[config.mk]
export PLATFORM = sky130hd
export DESIGN_NAME = addr_decode_top
export DESIGN_NICKNAME = d
export VERILOG_FILES = /design/src/x86_addr_pkg.sv /design/src/addr_byte_fsm.sv /design/src/addr_decode_top.sv /design/src/disp_byte_counter.sv /design/src/disp_collect.sv /design/src/modrm_decode.sv /design/src/sib_decode.sv
export SDC_FILE = /design/constraint.sdc
export NUM_CORES = 1
export LEC_CHECK = 0
export ABC_AREA = 0
export BUFFER_PORTS_ARGS = -buffer_cell sky130_fd_sc_hd__buf_2
export CORE_ASPECT_RATIO = 1.2
export CORE_MARGIN = 8
export CORE_UTILIZATION = 45
export DETAILED_ROUTE_END_ITERATION = 12
export PLACE_DENSITY = 0.68
export SLEW_MARGIN = 20
export SYNTH_ARGS = -nofsm -noshare
export SYNTH_HDL_FRONTEND = slang
export SYNTH_SLANG_ARGS = --single-unit
[constraint.sdc]
create_clock -name i_clk -period 4.6 [get_ports i_clk]
set_clock_uncertainty 0.05 [all_clocks]
set_input_delay 0 -clock i_clk [delete_from_list [all_inputs] [get_ports i_clk]]
set_output_delay 0 -clock i_clk [all_outputs]
set_load 0.03 [all_outputs]
[src/x86_addr_pkg.sv]
/*
 shared types and codes for the x86 address-mode decoder
 register numbers follow x86 order, 16 and 32 bit names share them
*/
`default_nettype none

package x86_addr_pkg;

    // mod r/m view of a fetched byte
    typedef struct packed {
        logic [1:0] mod;
        logic [2:0] reg_field;
        logic [2:0] rm;
    } modrm_t;

    // s-i-b view of the same byte
    typedef struct packed {
        logic [1:0] ss;
        logic [2:0] index;
        logic [2:0] base;
    } sib_t;

    // state of the sequencer picks the view
    typedef union packed {
        modrm_t modrm;
        sib_t   sib;
    } addr_byte_u;

    // general registers, x86 order
    localparam logic [2:0] REG_AX = 3'd0;
    localparam logic [2:0] REG_CX = 3'd1;
    localparam logic [2:0] REG_DX = 3'd2;
    localparam logic [2:0] REG_BX = 3'd3;
    localparam logic [2:0] REG_SP = 3'd4;
    localparam logic [2:0] REG_BP = 3'd5;
    localparam logic [2:0] REG_SI = 3'd6;
    localparam logic [2:0] REG_DI = 3'd7;

    // sreg encoding
    localparam logic [2:0] SEG_ES = 3'd0;
    localparam logic [2:0] SEG_CS = 3'd1;
    localparam logic [2:0] SEG_SS = 3'd2;
    localparam logic [2:0] SEG_DS = 3'd3;

    typedef enum logic [1:0] {DISP_0, DISP_8, DISP_16, DISP_32} disp_len_e;

    typedef enum logic [1:0] {W_8, W_16, W_32} gpr_width_e;

    // byte count of a displacement code
    function automatic logic [2:0] disp_len_bytes(input disp_len_e len);
        case (len)
            DISP_8:  return 3'd1;
            DISP_16: return 3'd2;
            DISP_32: return 3'd4;
            default: return 3'd0;
        endcase
    endfunction

endpackage

`default_nettype wire
[src/addr_byte_fsm.sv]
/*
 sequences mod r/m, s-i-b and displacement bytes of one instruction
 decode fields are live from i_byte in the state that takes them, latched after
 one instruction in flight, output back-pressure stalls the byte input
*/
`timescale 1ns/1ps
`default_nettype none

module addr_byte_fsm (
    input  logic                      i_clk,
    input  logic                      i_reset,
    input  x86_addr_pkg::addr_byte_u  i_byte,
    input  logic                      i_byte_valid,
    input  logic                      i_ready,
    input  logic                      i_size_32,
    input  logic                      i_w_present,
    input  logic                      i_w,
    input  logic                      i_sib_needed,
    input  x86_addr_pkg::disp_len_e   i_disp_len,
    input  logic                      i_cnt_last,
    output logic                      o_byte_ready,
    output logic                      o_valid,
    output logic [1:0]                o_mod,
    output logic [2:0]                o_rm,
    output logic [2:0]                o_reg,
    output logic [1:0]                o_ss,
    output logic [2:0]                o_index,
    output logic [2:0]                o_base,
    output logic                      o_size_32,
    output logic                      o_w_present,
    output logic                      o_w,
    output logic                      o_sib_used,
    output logic                      o_cnt_load,
    output x86_addr_pkg::disp_len_e   o_cnt_len,
    output logic                      o_cnt_dec,
    output logic                      o_disp_shift,
    output logic                      o_disp_clear
);
    import x86_addr_pkg::*;

    localparam logic [1:0] WAIT_MODRM = 2'd0;
    localparam logic [1:0] WAIT_SIB   = 2'd1;
    localparam logic [1:0] WAIT_DISP  = 2'd2;
    localparam logic [1:0] HOLD       = 2'd3;

    logic [1:0] state_q;
    logic [1:0] state_d;
    logic [1:0] mod_q;
    logic [2:0] rm_q;
    logic [2:0] reg_q;
    logic [1:0] ss_q;
    logic [2:0] index_q;
    logic [2:0] base_q;
    logic       size_32_q;
    logic       w_present_q;
    logic       w_q;
    logic       sib_q;
    logic       in_modrm;
    logic       in_sib;
    logic       byte_accept;
    logic       has_disp;

    assign in_modrm     = (state_q == WAIT_MODRM);
    assign in_sib       = (state_q == WAIT_SIB);
    assign o_byte_ready = (state_q != HOLD);
    assign o_valid      = (state_q == HOLD);
    assign byte_accept  = i_byte_valid && o_byte_ready;

    // decoders see the incoming byte in its own state, zero latency
    assign o_mod       = in_modrm ? i_byte.modrm.mod : mod_q;
    assign o_rm        = in_modrm ? i_byte.modrm.rm : rm_q;
    assign o_size_32   = in_modrm ? i_size_32 : size_32_q;
    assign o_w_present = in_modrm ? i_w_present : w_present_q;
    assign o_w         = in_modrm ? i_w : w_q;
    assign o_ss        = in_sib ? i_byte.sib.ss : ss_q;
    assign o_index     = in_sib ? i_byte.sib.index : index_q;
    assign o_base      = in_sib ? i_byte.sib.base : base_q;
    // reg is only read from the held descriptor
    assign o_reg       = reg_q;
    // selects the s-i-b path while its byte is taken and after
    assign o_sib_used  = in_sib || sib_q;

    // displacement length comes back through the top level mux
    assign has_disp     = (i_disp_len != DISP_0);
    assign o_cnt_len    = i_disp_len;
    assign o_cnt_load   = byte_accept && has_disp && ((in_modrm && !i_sib_needed) || in_sib);
    assign o_cnt_dec    = byte_accept && (state_q == WAIT_DISP);
    assign o_disp_shift = o_cnt_dec;
    assign o_disp_clear = byte_accept && in_modrm;

    always_comb begin
        state_d = state_q;
        case (state_q)
            WAIT_MODRM: begin
                if (byte_accept) begin
                    if (i_sib_needed) begin
                        state_d = WAIT_SIB;
                    end else begin
                        state_d = has_disp ? WAIT_DISP : HOLD;
                    end
                end
            end
            WAIT_SIB: begin
                if (byte_accept) begin
                    state_d = has_disp ? WAIT_DISP : HOLD;
                end
            end
            WAIT_DISP: begin
                // counter flags the final displacement byte
                if (byte_accept && i_cnt_last) begin
                    state_d = HOLD;
                end
            end
            default: begin
                if (i_ready) begin
                    state_d = WAIT_MODRM;
                end
            end
        endcase
    end

    always_ff @(posedge i_clk) begin
        if (i_reset) begin
            state_q <= WAIT_MODRM;
            sib_q   <= 1'b0;
        end else begin
            state_q <= state_d;
            // cleared on handshake so WAIT_MODRM always sees the mod r/m path
            if (byte_accept && in_sib) begin
                sib_q <= 1'b1;
            end else if (o_valid && i_ready) begin
                sib_q <= 1'b0;
            end
        end
    end

    // field latches
    always_ff @(posedge i_clk) begin
        if (byte_accept && in_modrm) begin
            mod_q       <= i_byte.modrm.mod;
            rm_q        <= i_byte.modrm.rm;
            reg_q       <= i_byte.modrm.reg_field;
            size_32_q   <= i_size_32;
            w_present_q <= i_w_present;
            w_q         <= i_w;
        end
        if (byte_accept && in_sib) begin
            ss_q    <= i_byte.sib.ss;
            index_q <= i_byte.sib.index;
            base_q  <= i_byte.sib.base;
        end
    end

endmodule

`default_nettype wire

[src/addr_decode_top.sv]
/*
 address-mode stage, one descriptor per instruction
 i_size_32 selects both address size and default operand size
 no prefixes, segment overrides or immediates
*/
`timescale 1ns/1ps
`default_nettype none

module addr_decode_top (
    input  logic                      i_clk,
    input  logic                      i_reset,
    input  logic [7:0]                i_byte,
    input  logic                      i_byte_valid,
    output logic                      o_byte_ready,
    input  logic                      i_size_32,
    input  logic                      i_w_present,
    input  logic                      i_w,
    output logic                      o_valid,
    input  logic                      i_ready,
    output logic [2:0]                o_seg,
    output logic                      o_base_present,
    output logic [2:0]                o_base,
    output logic                      o_index_present,
    output logic [2:0]                o_index,
    output logic [1:0]                o_scale,
    output logic [2:0]                o_reg,
    output logic                      o_gpr_present,
    output logic [2:0]                o_gpr,
    output x86_addr_pkg::gpr_width_e  o_gpr_width,
    output x86_addr_pkg::disp_len_e   o_disp_len,
    output logic [31:0]               o_disp
);
    import x86_addr_pkg::*;

    // latched or live fields from the sequencer
    logic [1:0] mod;
    logic [2:0] rm;
    logic [1:0] ss;
    logic [2:0] sib_index;
    logic [2:0] sib_base;
    logic       size_32;
    logic       w_present;
    logic       w;
    logic       sib_used;

    // counter and collector control
    logic       cnt_load;
    logic       cnt_dec;
    logic       cnt_last;
    logic       disp_shift;
    logic       disp_clear;
    disp_len_e  cnt_len;

    // mod r/m decode results
    logic       sib_needed;
    logic [2:0] m_seg;
    logic       m_base_present;
    logic [2:0] m_base;
    logic       m_index_present;
    logic [2:0] m_index;
    disp_len_e  m_disp_len;

    // s-i-b decode results
    logic [1:0] s_scale;
    logic       s_index_present;
    logic [2:0] s_index;
    logic       s_base_present;
    logic [2:0] s_base;
    logic [2:0] s_seg;
    disp_len_e  s_disp_len;

    addr_byte_fsm u_fsm (
        .i_clk        (i_clk),
        .i_reset      (i_reset),
        .i_byte       (i_byte),
        .i_byte_valid (i_byte_valid),
        .i_ready      (i_ready),
        .i_size_32    (i_size_32),
        .i_w_present  (i_w_present),
        .i_w          (i_w),
        .i_sib_needed (sib_needed),
        .i_disp_len   (o_disp_len),
        .i_cnt_last   (cnt_last),
        .o_byte_ready (o_byte_ready),
        .o_valid      (o_valid),
        .o_mod        (mod),
        .o_rm         (rm),
        .o_reg        (o_reg),
        .o_ss         (ss),
        .o_index      (sib_index),
        .o_base       (sib_base),
        .o_size_32    (size_32),
        .o_w_present  (w_present),
        .o_w          (w),
        .o_sib_used   (sib_used),
        .o_cnt_load   (cnt_load),
        .o_cnt_len    (cnt_len),
        .o_cnt_dec    (cnt_dec),
        .o_disp_shift (disp_shift),
        .o_disp_clear (disp_clear)
    );

    disp_byte_counter u_counter (
        .i_clk   (i_clk),
        .i_reset (i_reset),
        .i_load  (cnt_load),
        .i_len   (cnt_len),
        .i_dec   (cnt_dec),
        .o_last  (cnt_last)
    );

    modrm_decode u_modrm (
        .i_mod           (mod),
        .i_rm            (rm),
        .i_size_32       (size_32),
        .i_w_present     (w_present),
        .i_w             (w),
        .o_sib_needed    (sib_needed),
        .o_seg           (m_seg),
        .o_base_present  (m_base_present),
        .o_base          (m_base),
        .o_index_present (m_index_present),
        .o_index         (m_index),
        .o_gpr_present   (o_gpr_present),
        .o_gpr           (o_gpr),
        .o_gpr_width     (o_gpr_width),
        .o_disp_len      (m_disp_len)
    );

    sib_decode u_sib (
        .i_mod           (mod),
        .i_ss            (ss),
        .i_index         (sib_index),
        .i_base          (sib_base),
        .o_scale         (s_scale),
        .o_index_present (s_index_present),
        .o_index         (s_index),
        .o_base_present  (s_base_present),
        .o_base          (s_base),
        .o_seg           (s_seg),
        .o_disp_len      (s_disp_len)
    );

    disp_collect u_disp (
        .i_clk   (i_clk),
        .i_reset (i_reset),
        .i_clear (disp_clear),
        .i_shift (disp_shift),
        .i_byte  (i_byte),
        .i_len   (o_disp_len),
        .o_disp  (o_disp)
    );

    // s-i-b path overrides the memory fields when its byte was taken
    assign o_seg           = sib_used ? s_seg : m_seg;
    assign o_base_present  = sib_used ? s_base_present : m_base_present;
    assign o_base          = sib_used ? s_base : m_base;
    assign o_index_present = sib_used ? s_index_present : m_index_present;
    assign o_index         = sib_used ? s_index : m_index;
    assign o_scale         = sib_used ? s_scale : 2'b00;
    assign o_disp_len      = sib_used ? s_disp_len : m_disp_len;

endmodule

`default_nettype wire

[src/disp_byte_counter.sv]
/*
 counts displacement bytes still to come
 load and decrement are never requested together
*/
`timescale 1ns/1ps
`default_nettype none

module disp_byte_counter (
    input  logic                    i_clk,
    input  logic                    i_reset,
    input  logic                    i_load,
    input  x86_addr_pkg::disp_len_e i_len,
    input  logic                    i_dec,
    output logic                    o_last
);
    import x86_addr_pkg::*;

    logic [2:0] count_q;

    // one byte left
    assign o_last = (count_q == 3'd1);

    always_ff @(posedge i_clk) begin
        if (i_reset) begin
            count_q <= 3'd0;
        end else if (i_load) begin
            count_q <= disp_len_bytes(i_len);
        end else if (i_dec && count_q != 3'd0) begin
            count_q <= count_q - 3'd1;
        end
    end

endmodule

`default_nettype wire

[src/disp_collect.sv]
/*
 collects displacement bytes, least significant first
 o_disp is sign-extended from the length in i_len, zero for no displacement
*/
`timescale 1ns/1ps
`default_nettype none

module disp_collect (
    input  logic                    i_clk,
    input  logic                    i_reset,
    input  logic                    i_clear,
    input  logic                    i_shift,
    input  logic [7:0]              i_byte,
    input  x86_addr_pkg::disp_len_e i_len,
    output logic [31:0]             o_disp
);
    import x86_addr_pkg::*;

    logic [31:0] disp_q;

    // newest byte enters at the top, older bytes move down
    always_ff @(posedge i_clk) begin
        if (i_reset || i_clear) begin
            disp_q <= 32'd0;
        end else if (i_shift) begin
            disp_q <= {i_byte, disp_q[31:8]};
        end
    end

    // short displacements sit in the upper bytes
    always_comb begin
        case (i_len)
            DISP_8:  o_disp = {{24{disp_q[31]}}, disp_q[31:24]};
            DISP_16: o_disp = {{16{disp_q[31]}}, disp_q[31:16]};
            DISP_32: o_disp = disp_q;
            default: o_disp = 32'd0;
        endcase
    end

endmodule

`default_nettype wire

[src/modrm_decode.sv]
/*
 combinational mod r/m decode, 16 and 32 bit addressing
 with o_sib_needed high the memory fields here are not meaningful
*/
`timescale 1ns/1ps
`default_nettype none

module modrm_decode (
    input  logic [1:0]              i_mod,
    input  logic [2:0]              i_rm,
    input  logic                    i_size_32,
    input  logic                    i_w_present,
    input  logic                    i_w,
    output logic                    o_sib_needed,
    output logic [2:0]              o_seg,
    output logic                    o_base_present,
    output logic [2:0]              o_base,
    output logic                    o_index_present,
    output logic [2:0]              o_index,
    output logic                    o_gpr_present,
    output logic [2:0]              o_gpr,
    output x86_addr_pkg::gpr_width_e o_gpr_width,
    output x86_addr_pkg::disp_len_e  o_disp_len
);
    import x86_addr_pkg::*;

    logic mod_reg;

    // mod 11 selects a register operand
    assign mod_reg = (i_mod == 2'b11);

    assign o_gpr_present = mod_reg;
    assign o_gpr         = mod_reg ? i_rm : REG_AX;

    // byte op when w is present and clear
    always_comb begin
        if (i_w_present && !i_w) begin
            o_gpr_width = W_8;
        end else if (i_size_32) begin
            o_gpr_width = W_32;
        end else begin
            o_gpr_width = W_16;
        end
    end

    always_comb begin
        // register operand leaves all memory fields at zero
        o_sib_needed    = 1'b0;
        o_seg           = SEG_ES;
        o_base_present  = 1'b0;
        o_base          = REG_AX;
        o_index_present = 1'b0;
        o_index         = REG_AX;
        o_disp_len      = DISP_0;
        if (!mod_reg && !i_size_32) begin
            o_seg          = SEG_DS;
            o_base_present = 1'b1;
            // 16 bit table, pairs first
            case (i_rm)
                3'b000: begin
                    o_base          = REG_BX;
                    o_index_present = 1'b1;
                    o_index         = REG_SI;
                end
                3'b001: begin
                    o_base          = REG_BX;
                    o_index_present = 1'b1;
                    o_index         = REG_DI;
                end
                3'b010: begin
                    o_base          = REG_BP;
                    o_index_present = 1'b1;
                    o_index         = REG_SI;
                end
                3'b011: begin
                    o_base          = REG_BP;
                    o_index_present = 1'b1;
                    o_index         = REG_DI;
                end
                // lone si / di go out as the base
                3'b100: o_base = REG_SI;
                3'b101: o_base = REG_DI;
                3'b110: begin
                    // mod 00 here is a bare disp16
                    o_base_present = (i_mod != 2'b00);
                    o_base         = (i_mod != 2'b00) ? REG_BP : REG_AX;
                end
                default: o_base = REG_BX;
            endcase
            case (i_mod)
                2'b01:   o_disp_len = DISP_8;
                2'b10:   o_disp_len = DISP_16;
                default: o_disp_len = (i_rm == 3'b110) ? DISP_16 : DISP_0;
            endcase
        end else if (!mod_reg) begin
            o_seg = SEG_DS;
            // 32 bit, r/m 100 hands off to the s-i-b byte
            if (i_rm == 3'b100) begin
                o_sib_needed = 1'b1;
            end else if (i_mod == 2'b00 && i_rm == 3'b101) begin
                o_disp_len = DISP_32;
            end else begin
                o_base_present = 1'b1;
                o_base         = i_rm;
            end
            if (i_mod == 2'b01) begin
                o_disp_len = DISP_8;
            end else if (i_mod == 2'b10) begin
                o_disp_len = DISP_32;
            end
        end
        // bp / ebp based access uses the stack segment
        if (o_base_present && o_base == REG_BP) begin
            o_seg = SEG_SS;
        end
    end

endmodule

`default_nettype wire

[src/sib_decode.sv]
/*
 combinational s-i-b decode, 32 bit addressing only
 i_mod is the mod field of the preceding mod r/m byte
*/
`timescale 1ns/1ps
`default_nettype none

module sib_decode (
    input  logic [1:0]             i_mod,
    input  logic [1:0]             i_ss,
    input  logic [2:0]             i_index,
    input  logic [2:0]             i_base,
    output logic [1:0]             o_scale,
    output logic                   o_index_present,
    output logic [2:0]             o_index,
    output logic                   o_base_present,
    output logic [2:0]             o_base,
    output logic [2:0]             o_seg,
    output x86_addr_pkg::disp_len_e o_disp_len
);
    import x86_addr_pkg::*;

    logic no_base;

    assign o_scale = i_ss;

    // index 100 encodes no index
    assign o_index_present = (i_index != REG_SP);
    assign o_index         = o_index_present ? i_index : REG_AX;

    // base 101 under mod 00 is a bare disp32
    assign no_base        = (i_base == REG_BP) && (i_mod == 2'b00);
    assign o_base_present = !no_base;
    assign o_base         = no_base ? REG_AX : i_base;

    // esp and ebp based go through ss
    assign o_seg = (o_base_present && (o_base == REG_SP || o_base == REG_BP)) ? SEG_SS : SEG_DS;

    always_comb begin
        case (i_mod)
            2'b01:   o_disp_len = DISP_8;
            2'b10:   o_disp_len = DISP_32;
            default: o_disp_len = no_base ? DISP_32 : DISP_0;
        endcase
    end

endmodule

`default_nettype wire

==> impl_metrics.py <==
metrics = {
    "placed_design": {
        "gp_congestion": 0.921,
        "numPortBuffers": 71,
        "place_worst_setup_slack_ps": 1010,
        "post-dp-hpwl_um": 6510,
        "place_area_sq_mm": 0.00380,
    },
    "worst_hold_path": {
        "hp-start": "i_w_present",
        "hold_depth": 2,
        "hold_class": "input port to register",
        "holdPathEnd": "u_fsm.w_present_q$_DFFE_PP_",
    },
    "sta": {
        "setup_viol": 0,
        "tightest_slew_ps": 894,
        "hold_viol": 0,
        "setup_ws_ps": 567,
        "hold_ws_ps": 340,
        "fmax_ghz": 0.248,
        "rsz0062_at_grt": "false",
        "period_share": 0.877,
        "maxSlewViolCount": 0,
        "relSlewSlack": 0.404,
        "min_period_ps": 4030,
        "setup_tns_ps": 0,
    },
    "global_route": {
        "grt_pass1_vias": 3088,
        "grt_pass1_wl_um": 15300,
        "grt_start_max_net_pins": 34,
        "grt_antenna_before_repair": 0,
        "grt_util_all_layers": 0.179,
        "overflow": 0,
    },
    "setup_path": {
        "cp.arrival_ps": 3980,
        "worst-setup-path-type": "register to primary output",
        "reg2reg_depth": 10,
        "worstReg2RegEnd": "u_counter.count_q[2]$_SDFFE_PP0P_",
        "worst_ep_required_time_ps": 4550,
        "cp-start-kind": "register",
        "crit_fanout": 21,
        "timing.rr.start": "u_fsm.state_q[1]$_SDFFE_PP0P_",
        "reg2reg_slack_ps": 1350,
        "end_kind": "primary output",
    },
    "flow_run": {
        "drv_cap": 0,
    },
    "route": {
        "drt-initial-drc-count": 190,
        "drt_first_pass_iters": 4,
        "vias": 3118,
        "wl_per_cell_um": 16.6,
        "antenna_left": 0,
        "drt_wl_total_um": 9400,
        "avgViaCountPerCell": 5.51,
        "drc_errors": 0,
    },
    "cells_and_area": {
        "largest_reg_flops": 32,
        "num_antenna_cells": 0,
        "stdcell_area_sq_mm": 0.00415,
        "layout-drive-gt1-share": 0.226,
        "regArea_sq_mm": 0.00133,
        "fillers": 715,
        "area_growth_pct": 19.2,
        "multi_input_area_sq_mm": 0.00192,
        "regMostFlops": "u_disp.disp_q",
        "fin_nets": 497,
    },
    "yosys": {
        "synth_area_sq_mm": 0.00348,
        "netlist.area_leader.share": 0.219,
        "ys_warn_count": 0,
        "synth-seq-cells": 57,
        "synth_fp_nets": 428,
        "synthesis.instances": 400,
        "yosysSeqAreaShare": 0.382,
        "synth_largest_area_cell": "dfxtp_1",
        "synthTopCellsByCount": "nand2_1, a21oi_1, dfxtp_1",
        "ys.flop_type": "dfxtp_1",
        "syn_area_per_cell_sq_um": 8.70,
        "async_flop_share": 0,
        "synth_area_leaders": "dfxtp_1, edfxtp_1, nand2_1",
        "yosys.cell_count.top_type": "nand2_1",
        "synth_edf_count": 19,
        "synth.distinct_cells": 58,
    },
    "floorplanning": {
        "die_area_sq_mm": 0.0108,
        "ios": 73,
        "fp.dieW_um": 96.3,
        "rows": 35,
        "die_height_um": 112,
        "initial_utilization": 0.459,
        "core_area_sq_mm": 0.00758,
    },
    "run_status": {
        "status": "finished clean",
    },
    "clocking": {
        "ctsResizeCount": 0,
        "clkTransAtPathRegs_ps": 70,
        "cts-root-buf": "clkbuf_8",
        "clockBufferDepth": 2,
        "cts_tree": "done",
        "clkLatencyLatePin_ps": 330,
        "cts_sinks": 57,
        "htreeDepth": 3,
        "cts_buffers": 9,
    },
    "pwr": {
        "p_per_area_mw_per_mm2": 671,
        "p_leak_nw": 1.77,
        "p_total_mw": 2.79,
        "vdd_ir_drop_max_mv": 0.394,
    },
}
==> final cells by class <==
class | instances | share of cell area
clock buffers | 11 | 0.0341
flip-flops and latches | 57 | 0.321
well taps | 92 | 0.0277
inverters | 16 | 0.0145
repair buffers | 87 | 0.122
clock inverters | 5 | 0.0190
multi-input cells | 298 | 0.462
==> cells by family after synthesis <==
kind of cell,synth area share
buffers and inverters,0.0679
flip-flops,0.382
adder cells (fa/ha/maj),0.0467
multiplexers,0.0837
other,0.00108
AO/OA/AOI/OAI,0.247
XOR/XNOR,0.00503
AND/OR/NAND/NOR,0.166
==> worst max-delay path by stage <==
stage | from | to | cells after the start
6_report | u_fsm.state_q[1]$_SDFFE_PP0P_ | o_disp[0] | 11
5_1_grt | u_fsm.state_q[0]$_SDFFE_PP0P_ | o_disp[3] | 11
4_1_cts | u_fsm.state_q[1]$_SDFFE_PP0P_ | o_disp[29] | 11
3_5_place_dp | u_fsm.state_q[1]$_SDFFE_PP0P_ | o_disp[9] | 11
3_3_place_gp | u_fsm.state_q[0]$_SDFFE_PP0P_ | o_disp[21] | 11
2_1_floorplan | u_fsm.state_q[0]$_SDFFE_PP0P_ | o_disp[10] | 13
==> stage by stage <==
step,util,std cells
after detailed placement,0.501,537
after CTS,0.547,566
final,0.548,566
after floorplan,-,400
after global routing,0.548,566
after global placement,0.501,537
==> layer usage <==
| layer | share of wire | wire, um | track usage | vias to the layer above |
|---|---|---|---|---|
| met5 | 0 | 0 | 0 | - |
| met1 | 0.43 | 4000 | 0.220 | 1470 |
| met2 | 0.50 | 4710 | 0.284 | 79 |
| met3 | 0.057 | 532 | 0.0501 | 15 |
| met4 | 0.017 | 159 | 0.0709 | 0 |
| li1 | - | - | - | 1554 |
==> cell usage in the layout (no fill, tap or decap), types with 16 or more instances in the layout <==
cell type  synthesis  routed
o2bb2ai_1         17      17
nand2_1           78      77
a21o_1            16      16
buf_2              2      71
nor2_1            23      23
edfxtp_1          19      19
inv_1             16      16
a21oi_1           42      42
dfxtp_1           38      38
mux2i_1           21      21
==> critical path, stage by stage, from the launching register on <==
cell and delay, ps:
dfxtp_1 330, inv_1 100, ha_1 240, mux2i_1 390, inv_1 190, ha_1 350, nor2_2 300, a21boi_1 320
o31a_4 390, and2_1 620, o2bb2ai_1 190, buf_2 220
==> where the power goes <==
group / switching (mW) / total, mW / internal, mW
registers: 0.0366 / 0.617 / 0.580
logic: 1.12 / 1.65 / 0.529
clock network: 0.201 / 0.520 / 0.319
==> timing repair <==
item	CTS	global route
hold endpoints to repair	33	0
hold buffers	13	0
setup buffers	0	0
(Power assumes the default switching activity.)
